File: src/verilog/ipv4_hdr_defines.svh
// Build-time constants for the IPv4 header path. Only option-free headers are
// handled, so version and IHL are fixed. FIFO depth must be a power of two, 2 or more.

`ifndef IPV4_HDR_DEFINES_SVH
`define IPV4_HDR_DEFINES_SVH

// Default number of headers held between producer and verifier
`define IPV4_HDR_FIFO_DEPTH 4

// Version nibble for IPv4
`define IPV4_VERSION 4'd4

// Header length in 32-bit words, no options
`define IPV4_IHL 4'd5

`endif

File: src/verilog/ipv4_hdr_pkg.sv
// Types shared by the IPv4 header path. The header is a 20-byte vector with no
// options, in network order with version in the top bits.

package ipv4_hdr_pkg;

    //////////////////////////////////////////////////////////////
    // Header layout

    // Full header, bit 159 is the first bit on the wire
    typedef logic [159:0] ipv4_header_t;

    // One 16-bit header word, the unit of the checksum
    typedef logic [15:0] ipv4_word_t;

    // Ten words make up an option-free header
    localparam int IPV4_HDR_WORDS = 10;

    // Checksum field position, bits 79..64 of the header
    localparam int IPV4_CHKSUM_LSB = 64;

endpackage

File: src/verilog/ipv4_checksum_insert.sv
// Header producer. Fields are sampled on hdr_strobe; the FIFO full flag is not seen
// here, so a strobe while the FIFO is full is lost downstream.
`timescale 1ns/1ps
`include "ipv4_hdr_defines.svh"

module ipv4_checksum_insert
    import ipv4_hdr_pkg::*;
(
    input  logic         clk,
    input  logic         arst_n,
    input  logic         hdr_strobe,
    input  logic         chksum_gen,
    input  logic [5:0]   dscp,
    input  logic [1:0]   ecn,
    input  ipv4_word_t   total_length,
    input  ipv4_word_t   identification,
    input  logic [2:0]   flags,
    input  logic [12:0]  fragment_offset,
    input  logic [7:0]   ttl,
    input  logic [7:0]   protocol,
    input  ipv4_word_t   hdr_chksum,
    input  logic [31:0]  source_ip,
    input  logic [31:0]  dest_ip,
    output logic         wr_en,
    output ipv4_header_t wr_header
);

    //////////////////////////////////////////////////////////////
    // Field packing

    ipv4_header_t hdr_base;
    ipv4_header_t hdr_next;
    ipv4_word_t   words [IPV4_HDR_WORDS];
    logic [19:0]  sum_raw;
    logic [16:0]  sum_fold1;
    ipv4_word_t   sum_fold2;
    ipv4_word_t   chksum_calc;
    ipv4_word_t   chksum_sel;

    // Checksum field left at zero so it drops out of the sum
    assign hdr_base = {`IPV4_VERSION, `IPV4_IHL, dscp, ecn,
                       total_length,
                       identification,
                       flags, fragment_offset,
                       ttl, protocol,
                       16'h0000,
                       source_ip,
                       dest_ip};

    //////////////////////////////////////////////////////////////
    // Ones-complement sum of the nine remaining words

    always_comb begin
        for (int i = 0; i < IPV4_HDR_WORDS; i++) begin
            words[i] = hdr_base[16*i +: 16];
        end
    end

    always_comb begin
        sum_raw = '0;
        for (int i = 0; i < IPV4_HDR_WORDS; i++) begin
            sum_raw = sum_raw + 20'(words[i]);
        end
    end

    // Two end-around folds are enough for ten words
    assign sum_fold1   = 17'(sum_raw[15:0]) + 17'(sum_raw[19:16]);
    assign sum_fold2   = sum_fold1[15:0] + 16'(sum_fold1[16]);
    assign chksum_calc = ~sum_fold2;

    assign chksum_sel = chksum_gen ? chksum_calc : hdr_chksum;

    always_comb begin
        hdr_next = hdr_base;
        hdr_next[IPV4_CHKSUM_LSB +: 16] = chksum_sel;
    end

    //////////////////////////////////////////////////////////////
    // Output register

    always_ff @(posedge clk or negedge arst_n) begin
        if (!arst_n) begin
            wr_en <= 1'b0;
        end else begin
            wr_en <= hdr_strobe;
        end
    end

    // Header only loads on a strobe, held otherwise
    always_ff @(posedge clk) begin
        if (hdr_strobe) begin
            wr_header <= hdr_next;
        end
    end

endmodule

File: src/verilog/ipv4_checksum_verify.sv
// Checksum verifier. Pops whenever the FIFO has data and stall is low; each pop
// gives one result two cycles later, in order.
`timescale 1ns/1ps

module ipv4_checksum_verify
    import ipv4_hdr_pkg::*;
(
    input  logic         clk,
    input  logic         arst_n,
    input  logic         empty,
    input  logic         stall,
    input  ipv4_header_t rd_header,
    output logic         rd_en,
    output logic         result_valid,
    output logic         chksum_ok,
    output ipv4_header_t header
);

    //////////////////////////////////////////////////////////////
    // Pop control

    // Stall only holds back new pops, the pipeline keeps draining
    assign rd_en = !empty && !stall;

    //////////////////////////////////////////////////////////////
    // Stage 1, raw sum of all ten words

    ipv4_word_t   words [IPV4_HDR_WORDS];
    logic [19:0]  sum_next;

    logic         s1_valid;
    logic [19:0]  s1_sum;
    ipv4_header_t s1_header;

    always_comb begin
        for (int i = 0; i < IPV4_HDR_WORDS; i++) begin
            words[i] = rd_header[16*i +: 16];
        end
    end

    always_comb begin
        sum_next = '0;
        for (int i = 0; i < IPV4_HDR_WORDS; i++) begin
            sum_next = sum_next + 20'(words[i]);
        end
    end

    always_ff @(posedge clk or negedge arst_n) begin
        if (!arst_n) begin
            s1_valid <= 1'b0;
        end else begin
            s1_valid <= rd_en;
        end
    end

    always_ff @(posedge clk) begin
        if (rd_en) begin
            s1_sum    <= sum_next;
            s1_header <= rd_header;
        end
    end

    //////////////////////////////////////////////////////////////
    // Stage 2, fold and compare

    logic [16:0] sum_fold1;
    ipv4_word_t  sum_fold2;
    logic        sum_match;

    assign sum_fold1 = 17'(s1_sum[15:0]) + 17'(s1_sum[19:16]);
    assign sum_fold2 = sum_fold1[15:0] + 16'(sum_fold1[16]);

    // A good header, checksum included, sums to all ones
    assign sum_match = &sum_fold2;

    always_ff @(posedge clk or negedge arst_n) begin
        if (!arst_n) begin
            result_valid <= 1'b0;
            chksum_ok    <= 1'b0;
        end else begin
            result_valid <= s1_valid;
            if (s1_valid) begin
                chksum_ok <= sum_match;
            end
        end
    end

    always_ff @(posedge clk) begin
        if (s1_valid) begin
            header <= s1_header;
        end
    end

endmodule

File: src/verilog/ipv4_hdr_path.sv
// IPv4 header path, producer to FIFO to verifier. Latency is 4 cycles from strobe
// to result when the FIFO is empty and stall is low; strobes while full are dropped.
`timescale 1ns/1ps
`include "ipv4_hdr_defines.svh"

module ipv4_hdr_path
    import ipv4_hdr_pkg::*;
(
    input  logic         clk,
    input  logic         arst_n,
    input  logic         hdr_strobe,
    input  logic         chksum_gen,
    input  logic [5:0]   dscp,
    input  logic [1:0]   ecn,
    input  ipv4_word_t   total_length,
    input  ipv4_word_t   identification,
    input  logic [2:0]   flags,
    input  logic [12:0]  fragment_offset,
    input  logic [7:0]   ttl,
    input  logic [7:0]   protocol,
    input  ipv4_word_t   hdr_chksum,
    input  logic [31:0]  source_ip,
    input  logic [31:0]  dest_ip,
    input  logic         stall,
    output logic         in_full,
    output logic         overflow,
    output logic         result_valid,
    output logic         chksum_ok,
    output ipv4_header_t header
);

    logic         wr_en;
    ipv4_header_t wr_header;
    logic         rd_en;
    ipv4_header_t rd_header;
    logic         empty;

    //////////////////////////////////////////////////////////////
    // Producer

    ipv4_checksum_insert insert_i (
        .clk             (clk),
        .arst_n          (arst_n),
        .hdr_strobe      (hdr_strobe),
        .chksum_gen      (chksum_gen),
        .dscp            (dscp),
        .ecn             (ecn),
        .total_length    (total_length),
        .identification  (identification),
        .flags           (flags),
        .fragment_offset (fragment_offset),
        .ttl             (ttl),
        .protocol        (protocol),
        .hdr_chksum      (hdr_chksum),
        .source_ip       (source_ip),
        .dest_ip         (dest_ip),
        .wr_en           (wr_en),
        .wr_header       (wr_header)
    );

    //////////////////////////////////////////////////////////////
    // Header buffer

    ipv4_header_fifo #(
        .DEPTH (`IPV4_HDR_FIFO_DEPTH)
    ) fifo_i (
        .clk       (clk),
        .arst_n    (arst_n),
        .wr_en     (wr_en),
        .wr_header (wr_header),
        .rd_en     (rd_en),
        .rd_header (rd_header),
        .empty     (empty),
        .full      (in_full),
        .overflow  (overflow)
    );

    //////////////////////////////////////////////////////////////
    // Verifier

    ipv4_checksum_verify verify_i (
        .clk          (clk),
        .arst_n       (arst_n),
        .empty        (empty),
        .stall        (stall),
        .rd_header    (rd_header),
        .rd_en        (rd_en),
        .result_valid (result_valid),
        .chksum_ok    (chksum_ok),
        .header       (header)
    );

endmodule

File: src/verilog/ipv4_header_fifo.sv
// Header FIFO with a combinational read port. DEPTH must be a power of two, 2 or more.
// Writes while full are dropped; reads while empty are ignored.
`timescale 1ns/1ps

module ipv4_header_fifo
    import ipv4_hdr_pkg::*;
#(
    parameter int DEPTH = 4
) (
    input  logic         clk,
    input  logic         arst_n,
    input  logic         wr_en,
    input  ipv4_header_t wr_header,
    input  logic         rd_en,
    output ipv4_header_t rd_header,
    output logic         empty,
    output logic         full,
    output logic         overflow
);

    localparam int AW = $clog2(DEPTH);

    //////////////////////////////////////////////////////////////
    // Storage and pointers

    ipv4_header_t mem [DEPTH];

    // Extra top bit tells a full buffer from an empty one
    logic [AW:0] wr_ptr;
    logic [AW:0] rd_ptr;

    logic do_write;
    logic do_read;

    assign empty = (wr_ptr == rd_ptr);
    assign full  = (wr_ptr[AW] != rd_ptr[AW]) &&
                   (wr_ptr[AW-1:0] == rd_ptr[AW-1:0]);

    assign do_write = wr_en && !full;
    assign do_read  = rd_en && !empty;

    // Flag the lost header in the same cycle as the write attempt
    assign overflow = wr_en && full;

    //////////////////////////////////////////////////////////////
    // Write side

    always_ff @(posedge clk) begin
        if (do_write) begin
            mem[wr_ptr[AW-1:0]] <= wr_header;
        end
    end

    always_ff @(posedge clk or negedge arst_n) begin
        if (!arst_n) begin
            wr_ptr <= '0;
        end else if (do_write) begin
            wr_ptr <= wr_ptr + 1'b1;
        end
    end

    //////////////////////////////////////////////////////////////
    // Read side

    // Oldest entry is always on the output, the pop just moves the pointer
    assign rd_header = mem[rd_ptr[AW-1:0]];

    always_ff @(posedge clk or negedge arst_n) begin
        if (!arst_n) begin
            rd_ptr <= '0;
        end else if (do_read) begin
            rd_ptr <= rd_ptr + 1'b1;
        end
    end

endmodule
File: config.mk
export PLATFORM = sky130hd
export DESIGN_NAME = ipv4_hdr_path
export DESIGN_NICKNAME = d
export VERILOG_FILES = /design/src/verilog/ipv4_hdr_pkg.sv /design/src/verilog/ipv4_checksum_insert.sv /design/src/verilog/ipv4_checksum_verify.sv /design/src/verilog/ipv4_hdr_path.sv /design/src/verilog/ipv4_header_fifo.sv
export VERILOG_INCLUDE_DIRS = /design/src /design/src/verilog
export SDC_FILE = /design/constraint.sdc
export NUM_CORES = 1
export LEC_CHECK = 0
export ABC_AREA = 1
export BUFFER_PORTS_ARGS = -buffer_cell sky130_fd_sc_hd__buf_4
export CAP_MARGIN = 15
export CORE_ASPECT_RATIO = 0.9
export CORE_MARGIN = 10
export CORE_UTILIZATION = 40
export CTS_CLUSTER_DIAMETER = 30
export DETAILED_ROUTE_END_ITERATION = 10
export PLACE_DENSITY = 0.66
export SLEW_MARGIN = 10
export SYNTH_ARGS = -nofsm -noshare
export SYNTH_HDL_FRONTEND = slang
export SYNTH_SLANG_ARGS = --single-unit
File: constraint.sdc
create_clock -name clk -period 25.8 [get_ports clk]
set_clock_uncertainty 0.2 [all_clocks]
set_input_delay 5.16 -clock clk [delete_from_list [all_inputs] [get_ports clk]]
set_output_delay 5.16 -clock clk [all_outputs]
set_load 0.05 [all_outputs]
# After elaboration in Yosys (flattened, before gate mapping)
# Memories as Yosys holds them, arrays and structs flattened.
# Index checks and enable logic that the tools add are counted.
# W data, S select, Z words.
[word_totals]
elab_cells = 50
register_bits = 502
mem_bits_rw = 608
memories = 1
[mem_list]
columns = ["name", "depth", "width", "rd", "rd_clocked_by_memory_dff", "wr", "line_no", "source"]
rows = [
  ["fifo_i.mem", 4, 152, 1, 0, 1, "ipv4_header_fifo.sv:26", "ipv4_header_t mem [DEPTH];"],
]
[classes]
bitwise = 1
n_reduce_logical = 9
n_eq_ne = 3
addsub = 23
mux = 3
[op_table]
columns = ["operator", "n"]
rows = [
  ["$add A20 B16 Y20", 14],
  ["$add A16 B16 Y17", 2],
  ["$add A16 B4 Y17", 2],
  ["$add A16 B1 Y16", 2],
  ["$add A20 B15 Y20", 1],
  ["$mux W16", 1],
  ["$not A16 Y16", 1],
  ["$reduce_and A16 Y1", 1],
  ["$add A3 B1 Y3 const B", 2],
  ["$logic_and A1 B1 Y1", 5],
  ["$eq A3 B3 Y1", 1],
  ["$logic_not A1 Y1", 3],
  ["$eq A2 B2 Y1", 1],
  ["$mux W1", 2],
  ["$ne A1 B1 Y1", 1],
]

# Longest topological paths before layout
# Gate-level depths: netlist of the first run.
[depth]
depth_word = 12
mapped_depth = 56
depth_no_buf = 56

# Modules after synthesis
# A second synthesis of the first run with hierarchy kept.
[unflattened]
cells_unflattened = 3353
area_unflattened_um2 = 48744.2
[by_module_without_submodules]
columns = ["module", "area_per_inst_um2", "instances", "seq_area_each_um2", "cells_each"]
rows = [
  ["ipv4_header_fifo", 24030.5, 1, 19368.6, 1610],
  ["ipv4_checksum_verify", 15045.7, 1, 10284.9, 904],
  ["ipv4_checksum_insert", 9668.0, 1, 4589.4, 839],
]

# Least setup slack after synthesis of the first run
# No wires, ideal clock.
[synth_path]
kind = "input port to flip-flop"
from = "input dest_ip[2]"
to = "register insert_i.wr_header[78], data pin"
path_slack_ns = 12.430
arrival_time_ns = 12.917
required_ns = 25.347
n_path_buf = 0
cell_stages = 54
setup_time_ns = 0.253
cell_sequence = "ha_1 -> a21oi_1 -> nand2_1 -> a21boi_0 -> o21ai_0 -> a21boi_0 -> o21ai_0 -> nand3_1 -> nand2_1 -> xnor2_1 -> inv_1 -> fa_1 -> inv_1 -> fa_1 -> fa_1 -> fa_1 -> inv_1 -> ha_1 -> (+18 left out) -> nor2_1 -> nand3_1 -> nor2_1 -> ha_1 -> ha_1 -> inv_1 -> nor2_2 -> nand3_1 -> nor2_2 -> nand3_1 -> nor2_4 -> nand2_1 -> nor2_2 -> nand3_2 -> nor2_2 -> nand3_1 -> nand3_1 -> nand2_1"
[synth_via]
elab_chain_cells = 12
[synth_rtl]
columns = ["item", "line_no", "source"]
rows = [
  ["start: declaration", "ipv4_hdr_path.sv:23", "input logic [31:0] dest_ip,"],
  ["$add A16 B16 Y17", "ipv4_checksum_insert.sv:62", "sum_raw = sum_raw + 20'(words[i]);"],
  ["$add A20 B16 Y20 (6 in series)", "ipv4_checksum_insert.sv:62", ""],
  ["$add A20 B15 Y20", "ipv4_checksum_insert.sv:62", ""],
  ["$add A16 B4 Y17", "ipv4_checksum_insert.sv:67", "assign sum_fold1 = 17'(sum_raw[15:0]) + 17'(sum_raw[19:16]);"],
  ["$add A16 B1 Y16", "ipv4_checksum_insert.sv:68", "assign sum_fold2 = sum_fold1[15:0] + 16'(sum_fold1[16]);"],
  ["$not A16 Y16", "ipv4_checksum_insert.sv:69", "assign chksum_calc = ~sum_fold2;"],
  ["$mux W16", "ipv4_checksum_insert.sv:71", "assign chksum_sel = chksum_gen ? chksum_calc : hdr_chksum;"],
  ["named net insert_i.chksum_sel[14]", "ipv4_checksum_insert.sv:38", "ipv4_word_t chksum_sel;"],
  ["end signal: assignment", "ipv4_checksum_insert.sv:92", "wr_header <= hdr_next;"],
  ["end: declaration", "ipv4_checksum_insert.sv:25", "output ipv4_header_t wr_header"],
]
# The timed path passes the listed nets, and every way through them passes these cells.
# A chain may end at the register's enable or synchronous reset.

# Worst setup path after layout of the first run
# Same ends and word-level chain as after synthesis.

==> impl_metrics.yaml, run 1 <==
status:
  status: "finished clean"
synth:
  ys_seq_area_share_pct: 69.8
  synth-compound-area-share_pct: 6.40
  syn_area_per_cell_um2: 14.2
  synth_edf_count: 1084
  syn-cell-area_um2: 47000
  synth_cells: 3309
  ys_warn_count: 0
  synth_top_family_by_area: "adder cells"
  synthDistinctLibCells: 48
  muxShareOfSynthArea_pct: 0
  synth-main-ff-cell: "edfxtp_1"
  synth-xor-area-share_pct: 1.19
  synth_fa_ha_area_share_pct: 11.1
  synth-simple-area-share_pct: 7.19
  synth-seq-cells: 1094
  async_flop_share_pct: 0.914
routing:
  drtAntennaViolNets: 0
  drc_errors: 0
  vias: 27990
  wl_per_cell_um: 23.2
  dr.pass1.iters: 5
  routed_wl_mm: 128
  drt-initial-drc-count: 2512
  drt-vias-per-instance: 5.07
clocking:
  clk_latency_ps: 790
  clock_path_buffers: 3
  numCtsBuffers: 207
  cts_tree: "yes"
  h-tree-depth: 4
  cts-root-buf: "clkbuf_16"
  ctsResizeCount: 0
  ctsHoldBuffers: 0
  cts_num_sinks: 1094
  path_clk_slew_ps: 50
  post_cts_buffers: 0
floorplan:
  core_region_area_um2: 117000
  die_y_um: 345
  die_area_um2: 132000
  io_pins: 321
  fp.dieW_um: 381
  rows: 119
  initial_utilization_pct: 40.2
flow_run:
  drv_cap: 0
min_path:
  hold_path_class: "reg2reg"
timing:
  grt_setup_unrepaired: "false"
  tns_ps: 0
  maxSlewHeadroom_pct: 23.5
  worst_pin_slew_ps: 1150
  clock.fmax_mhz: 70.0
  hold_viol_final: 0
  setup_viol: 0
  fin_crit_sh_pct: 55.4
  layout_min_cycle_time_ps: 14290
  drv_slew: 0
cells_and_area:
  stdcell_count: 5522
  final_nets: 4214
  area_growth_pct: 24.0
  drive_gt1_share_pct: 19.3
  final_util_pct: 49.8
worst_setup_path:
  cp-end-kind: "register"
  cp.arrival_ps: 14620
  cp_max_fo: 4
  start_kind: "input pin"
  crit_slowest_cell: "o21ai_0"
  path_common_cell: "nand3_1"
  worstPathRequired_ps: 26130
  cpPeakStageDelay_ps: 640
  path_class: "in2reg"
place:
  dp.cells: 5120
  place.gp.congestion: 0.899
  dp.final_hpwl_mm: 90.0
  portBuffers: 312
global_routing:
  grt_pass1_vias: 28017
  antenna_found_initial: 31
  grt_overflow: 0
  grt_pass1_wl_mm: 187
  grt_util_met3_pct: 5.31
  track_usage_pct: 19.1
  grt_max_degree: 89
  grt.met2_usage_pct: 29.7
  busiest_layer: "met2"
  met1_usage_pct: 25.8
## layout by cell type (no fill, tap or decap), types with 26 or more instances in the layout
cell	n
a21oi_1	147
a32oi_1	77
buf_4	343
clkbuf_16	208
clkinv_1	28
clkinv_2	26
clkinv_4	31
clkinvlp_4	32
edfxtp_1	1084
fa_1	194
ha_1	107
inv_1	399
nand2_1	464
nand3_1	65
nor2_1	219
o21ai_0	176
o22ai_1	75
xor2_1	40
## stage by stage
step	cell area, µm²	setup slack, ps	hold slack (ps)
3_5_place_dp	51100	10890	205
4_1_cts	58200	11610	197
2_1_floorplan	47000	12430	200
6_report	58300	11510	187
3_3_place_gp	51100	11070	201
5_1_grt	58200	10890	212
## registers in the layout, summed over array words and instances (netlist names)
name / flops
fifo_i.mem: 608
insert_i.wr_header: 152
verify_i.header: 152
verify_i.s1_header: 152
verify_i.s1_sum: 20
fifo_i.rd_ptr: 3
fifo_i.wr_ptr: 3
insert_i.wr_en: 1
verify_i.chksum_ok: 1
verify_i.result_valid: 1
verify_i.s1_valid: 1
## critical path, delay by kind of cell
family,cells,cell delay [ps]
xor gates and xnor gates,2,330
AOI/OAI and AO/OA,7,2130
and+or+nand+nor,25,2640
adders and majority gates,10,3560
buffers and inverters,11,770
## final cells by class
type,count,area (µm²)
antenna,8,20.0
clock buffer,220,5250
clock inverter,174,1840
fill,9780,58600
inverter,410,1560
multi-input combinational,1699,12200
sequential,1094,32800
tap,1573,1970
timing repair buffer,344,2590
## cell families (layout without fill, tap and decap cells)
group           after synthesis  in the layout
buf+inv                     522           1148
other cells                   2             16
fa+ha+maj                   301            301
xor+xnor                     63             63
flops                      1094           1094
compound gates              509            509
simple gates                818            818
## worst paths after layout
path,startpoint,endpoint,slack (ps),cells past startpoint
worst max-delay path,dest_ip[2],insert_i.wr_header[78],11510,55
worst min-delay path,verify_i.s1_header[147],verify_i.header[147],190,0
worst max register to register,fifo_i.rd_ptr[0],verify_i.s1_sum[15],17150,22
worst min register to register,verify_i.s1_header[147],verify_i.header[147],190,0
max in group asynchronous,arst_n,verify_i.s1_valid,21220,1
min in group asynchronous,arst_n,fifo_i.wr_ptr[2],4000,1
## Yosys cell counts (all sizes together), types with 2 or more instances
master / instances / share of area (%)
fa: 194 / 8.3
clkbuf: 98 / 0.78
o21bai: 5 / 0.080
conb: 2 / 0.016
clkinv: 2 / 0.016
a32oi: 77 / 1.4
ha: 107 / 2.8
o22ai: 75 / 1.0
a21oi: 148 / 1.6
o31ai: 3 / 0.048
nor2: 235 / 2.0
buf: 14 / 0.20
or2: 4 / 0.053
nand4: 16 / 0.21
nand3: 72 / 0.86
xor2: 41 / 0.78
inv: 408 / 3.3
xnor2: 22 / 0.41
a21boi: 5 / 0.080
dfrtp: 10 / 0.53
nor3: 9 / 0.096
edfxtp: 1084 / 69
o21ai: 181 / 1.9
a21o: 3 / 0.048
nand2: 478 / 3.9
a31oi: 8 / 0.11
## layer usage
metal | routed length, µm | share of wire [%]
met3 | 11100 | 8.6
met1 | 54600 | 43
met4 | 3240 | 2.5
met2 | 59100 | 46
met5 | 237 | 0.18
Power of run 1 is left out: the tool's default activity adds up to more than one toggle a clock period on the data nets, which glitch-free logic cannot reach.
==> run 2: changes to the inputs <==
PLACE_DENSITY = 0.68   (was 0.66)
clock period = 13.05 ns   (was 25.8 ns; I/O delays follow)
==> impl_metrics.yaml, run 2 (same netlist as run 1, synthesis figures left out) <==
worst_setup_path:
  cp_max_fo: 4
  crit_slowest_cell: "fa_1"
  critPathBufInv: 12
  cpPeakStageDelay_ps: 500
  path_class: "in2reg"
  rrSetupSlack_ps: 4510
  reg2reg_from: "fifo_i.rd_ptr[0]"
  crit_start: "dest_ip[2]"
  cp-end-kind: "register"
  worstPathRequired_ps: 13370
  rr_endpoint: "verify_i.s1_sum[15]"
  critPathTopFamily: "adder cells"
  start_kind: "input pin"
  cp.arrival_ps: 11520
  reg2reg_depth: 24
routing:
  vias: 27948
  drc_errors: 0
  dr.pass1.iters: 6
  drtAntennaViolNets: 0
  drt-initial-drc-count: 2632
  routed_wl_mm: 126
  wl_per_cell_um: 22.9
  drt-vias-per-instance: 5.07
cells_and_area:
  final_util_pct: 49.7
  largest_register_ffs: 608
  area_growth_pct: 23.7
  stdcell_area_um2: 58100
  final_nets: 4212
  drive_gt1_share_pct: 18.8
  layout_commonest_cell: "edfxtp_1"
  fill_cells: 9731
  final_cell_mix: "edfxtp_1 (1084), nand2_1 (464), inv_1 (399), buf_4 (343), nor2_1 (219)"
clocking:
  ctsHoldBuffers: 0
  ctsResizeCount: 0
  clock_path_buffers: 3
  h-tree-depth: 4
  cts_num_sinks: 1094
  path_clk_slew_ps: 60
  cts_tree: "yes"
  post_cts_buffers: 0
  numCtsBuffers: 205
  cts-root-buf: "clkbuf_16"
  clk_latency_ps: 780
global_routing:
  grt_overflow: 0
  grt_max_degree: 128
  antenna_found_initial: 20
  track_usage_pct: 18.8
  grt_pass1_vias: 27650
  grt_pass1_wl_mm: 185
floorplan:
  die_y_um: 345
  io_pins: 321
  core_region_area_um2: 117000
  initial_utilization_pct: 40.2
  fp.dieW_um: 381
  rows: 119
  die_area_um2: 132000
place:
  place_worst_setup_slack_ps: 1140
  place_area_um2: 51100
  place.gp.congestion: 0.880
  dp.final_hpwl_mm: 89.5
  portBuffers: 312
timing:
  clock.fmax_mhz: 89.3
  setup_ws_ps: 1850
  worst_pin_slew_ps: 1020
  hold_viol_final: 0
  layout_min_cycle_time_ps: 11200
  tns_ps: 0
  setup_viol: 0
  maxSlewHeadroom_pct: 31.9
  grt_setup_unrepaired: "false"
  fin_crit_sh_pct: 85.8
  drv_slew: 0
status:
  status: "finished clean"
min_path:
  hold_path_class: "reg2reg"
  hold_path_end: "verify_i.header[102]"
  worstHoldStart: "verify_i.s1_header[102]"
  hold_depth: 0
flow_run:
  drv_cap: 0
run 2: changes by cell type in the layout (fill, tap and decap cells not counted), sizes merged:
cell / change
bufinv: +1
clkbuf: +5
clkinv: -9
clkinvlp: -11
diode: -4
inv: +5
run 2: per-stage QoR:
stage	hold slack [ps]	std cells
detailed placement	205	5120
global route	200	5506
floorplan	200	3315
finish	180	5509
global placement	201	5120
CTS	191	5505
run 2: layout make-up:
class / instances / area [µm²] / share of cell area, %
antenna: 4 / 10.0 / 0.0172
clock buffer: 225 / 5250 / 9.03
clock inverter: 160 / 1690 / 2.91
inverter: 410 / 1560 / 2.68
multi-input combinational: 1699 / 12200 / 21.0
sequential: 1094 / 32800 / 56.5
tap: 1573 / 1970 / 3.39
timing repair buffer: 344 / 2590 / 4.45
run 2: how the worst max path moves through the flow:
stage	slack, ps	end	cells after the start
after floorplan	2230	insert_i.wr_header[78]	54
after global placement	1190	insert_i.wr_header[78]	56
after detailed placement	1140	insert_i.wr_header[78]	56
after CTS	1920	insert_i.wr_header[78]	56
after global routing	1050	insert_i.wr_header[78]	56
final	1850	insert_i.wr_header[78]	56
run 2: metal layers:
| layer | GRT usage [%] | part of all wire (%) | vias up | wire [µm] |
|---|---|---|---|---|
| met2 | 28.9 | 46 | 1091 | 57600 |
| met1 | 26.0 | 43 | 13999 | 54100 |
| met5 | 0 | 0.11 | - | 142 |
| met3 | 4.83 | 8.2 | 211 | 10400 |
| met4 | 6.31 | 3.1 | 24 | 3880 |
| li1 | - | - | 12623 | - |
run 2: worst reg2reg max path, cell delays in order, from the launching register on:
cell and delay [ps]:
dfrtp_4 690, inv_8 630, buf_4 690, o21ai_0 200
o22ai_1 310, ha_1 280, fa_1 230, nand3_1 80
nand2_1 150, xor2_1 790, fa_1 590, fa_1 530
fa_1 510, inv_1 50, fa_1 430, ha_1 370
nand3_1 90, nand2_1 120, a21oi_1 120, o21ai_0 430
a31oi_1 210, o21ai_0 330, nand2_1 80, nand2_1 80
xor2_1 60
Power of run 2 is left out for the same reason.
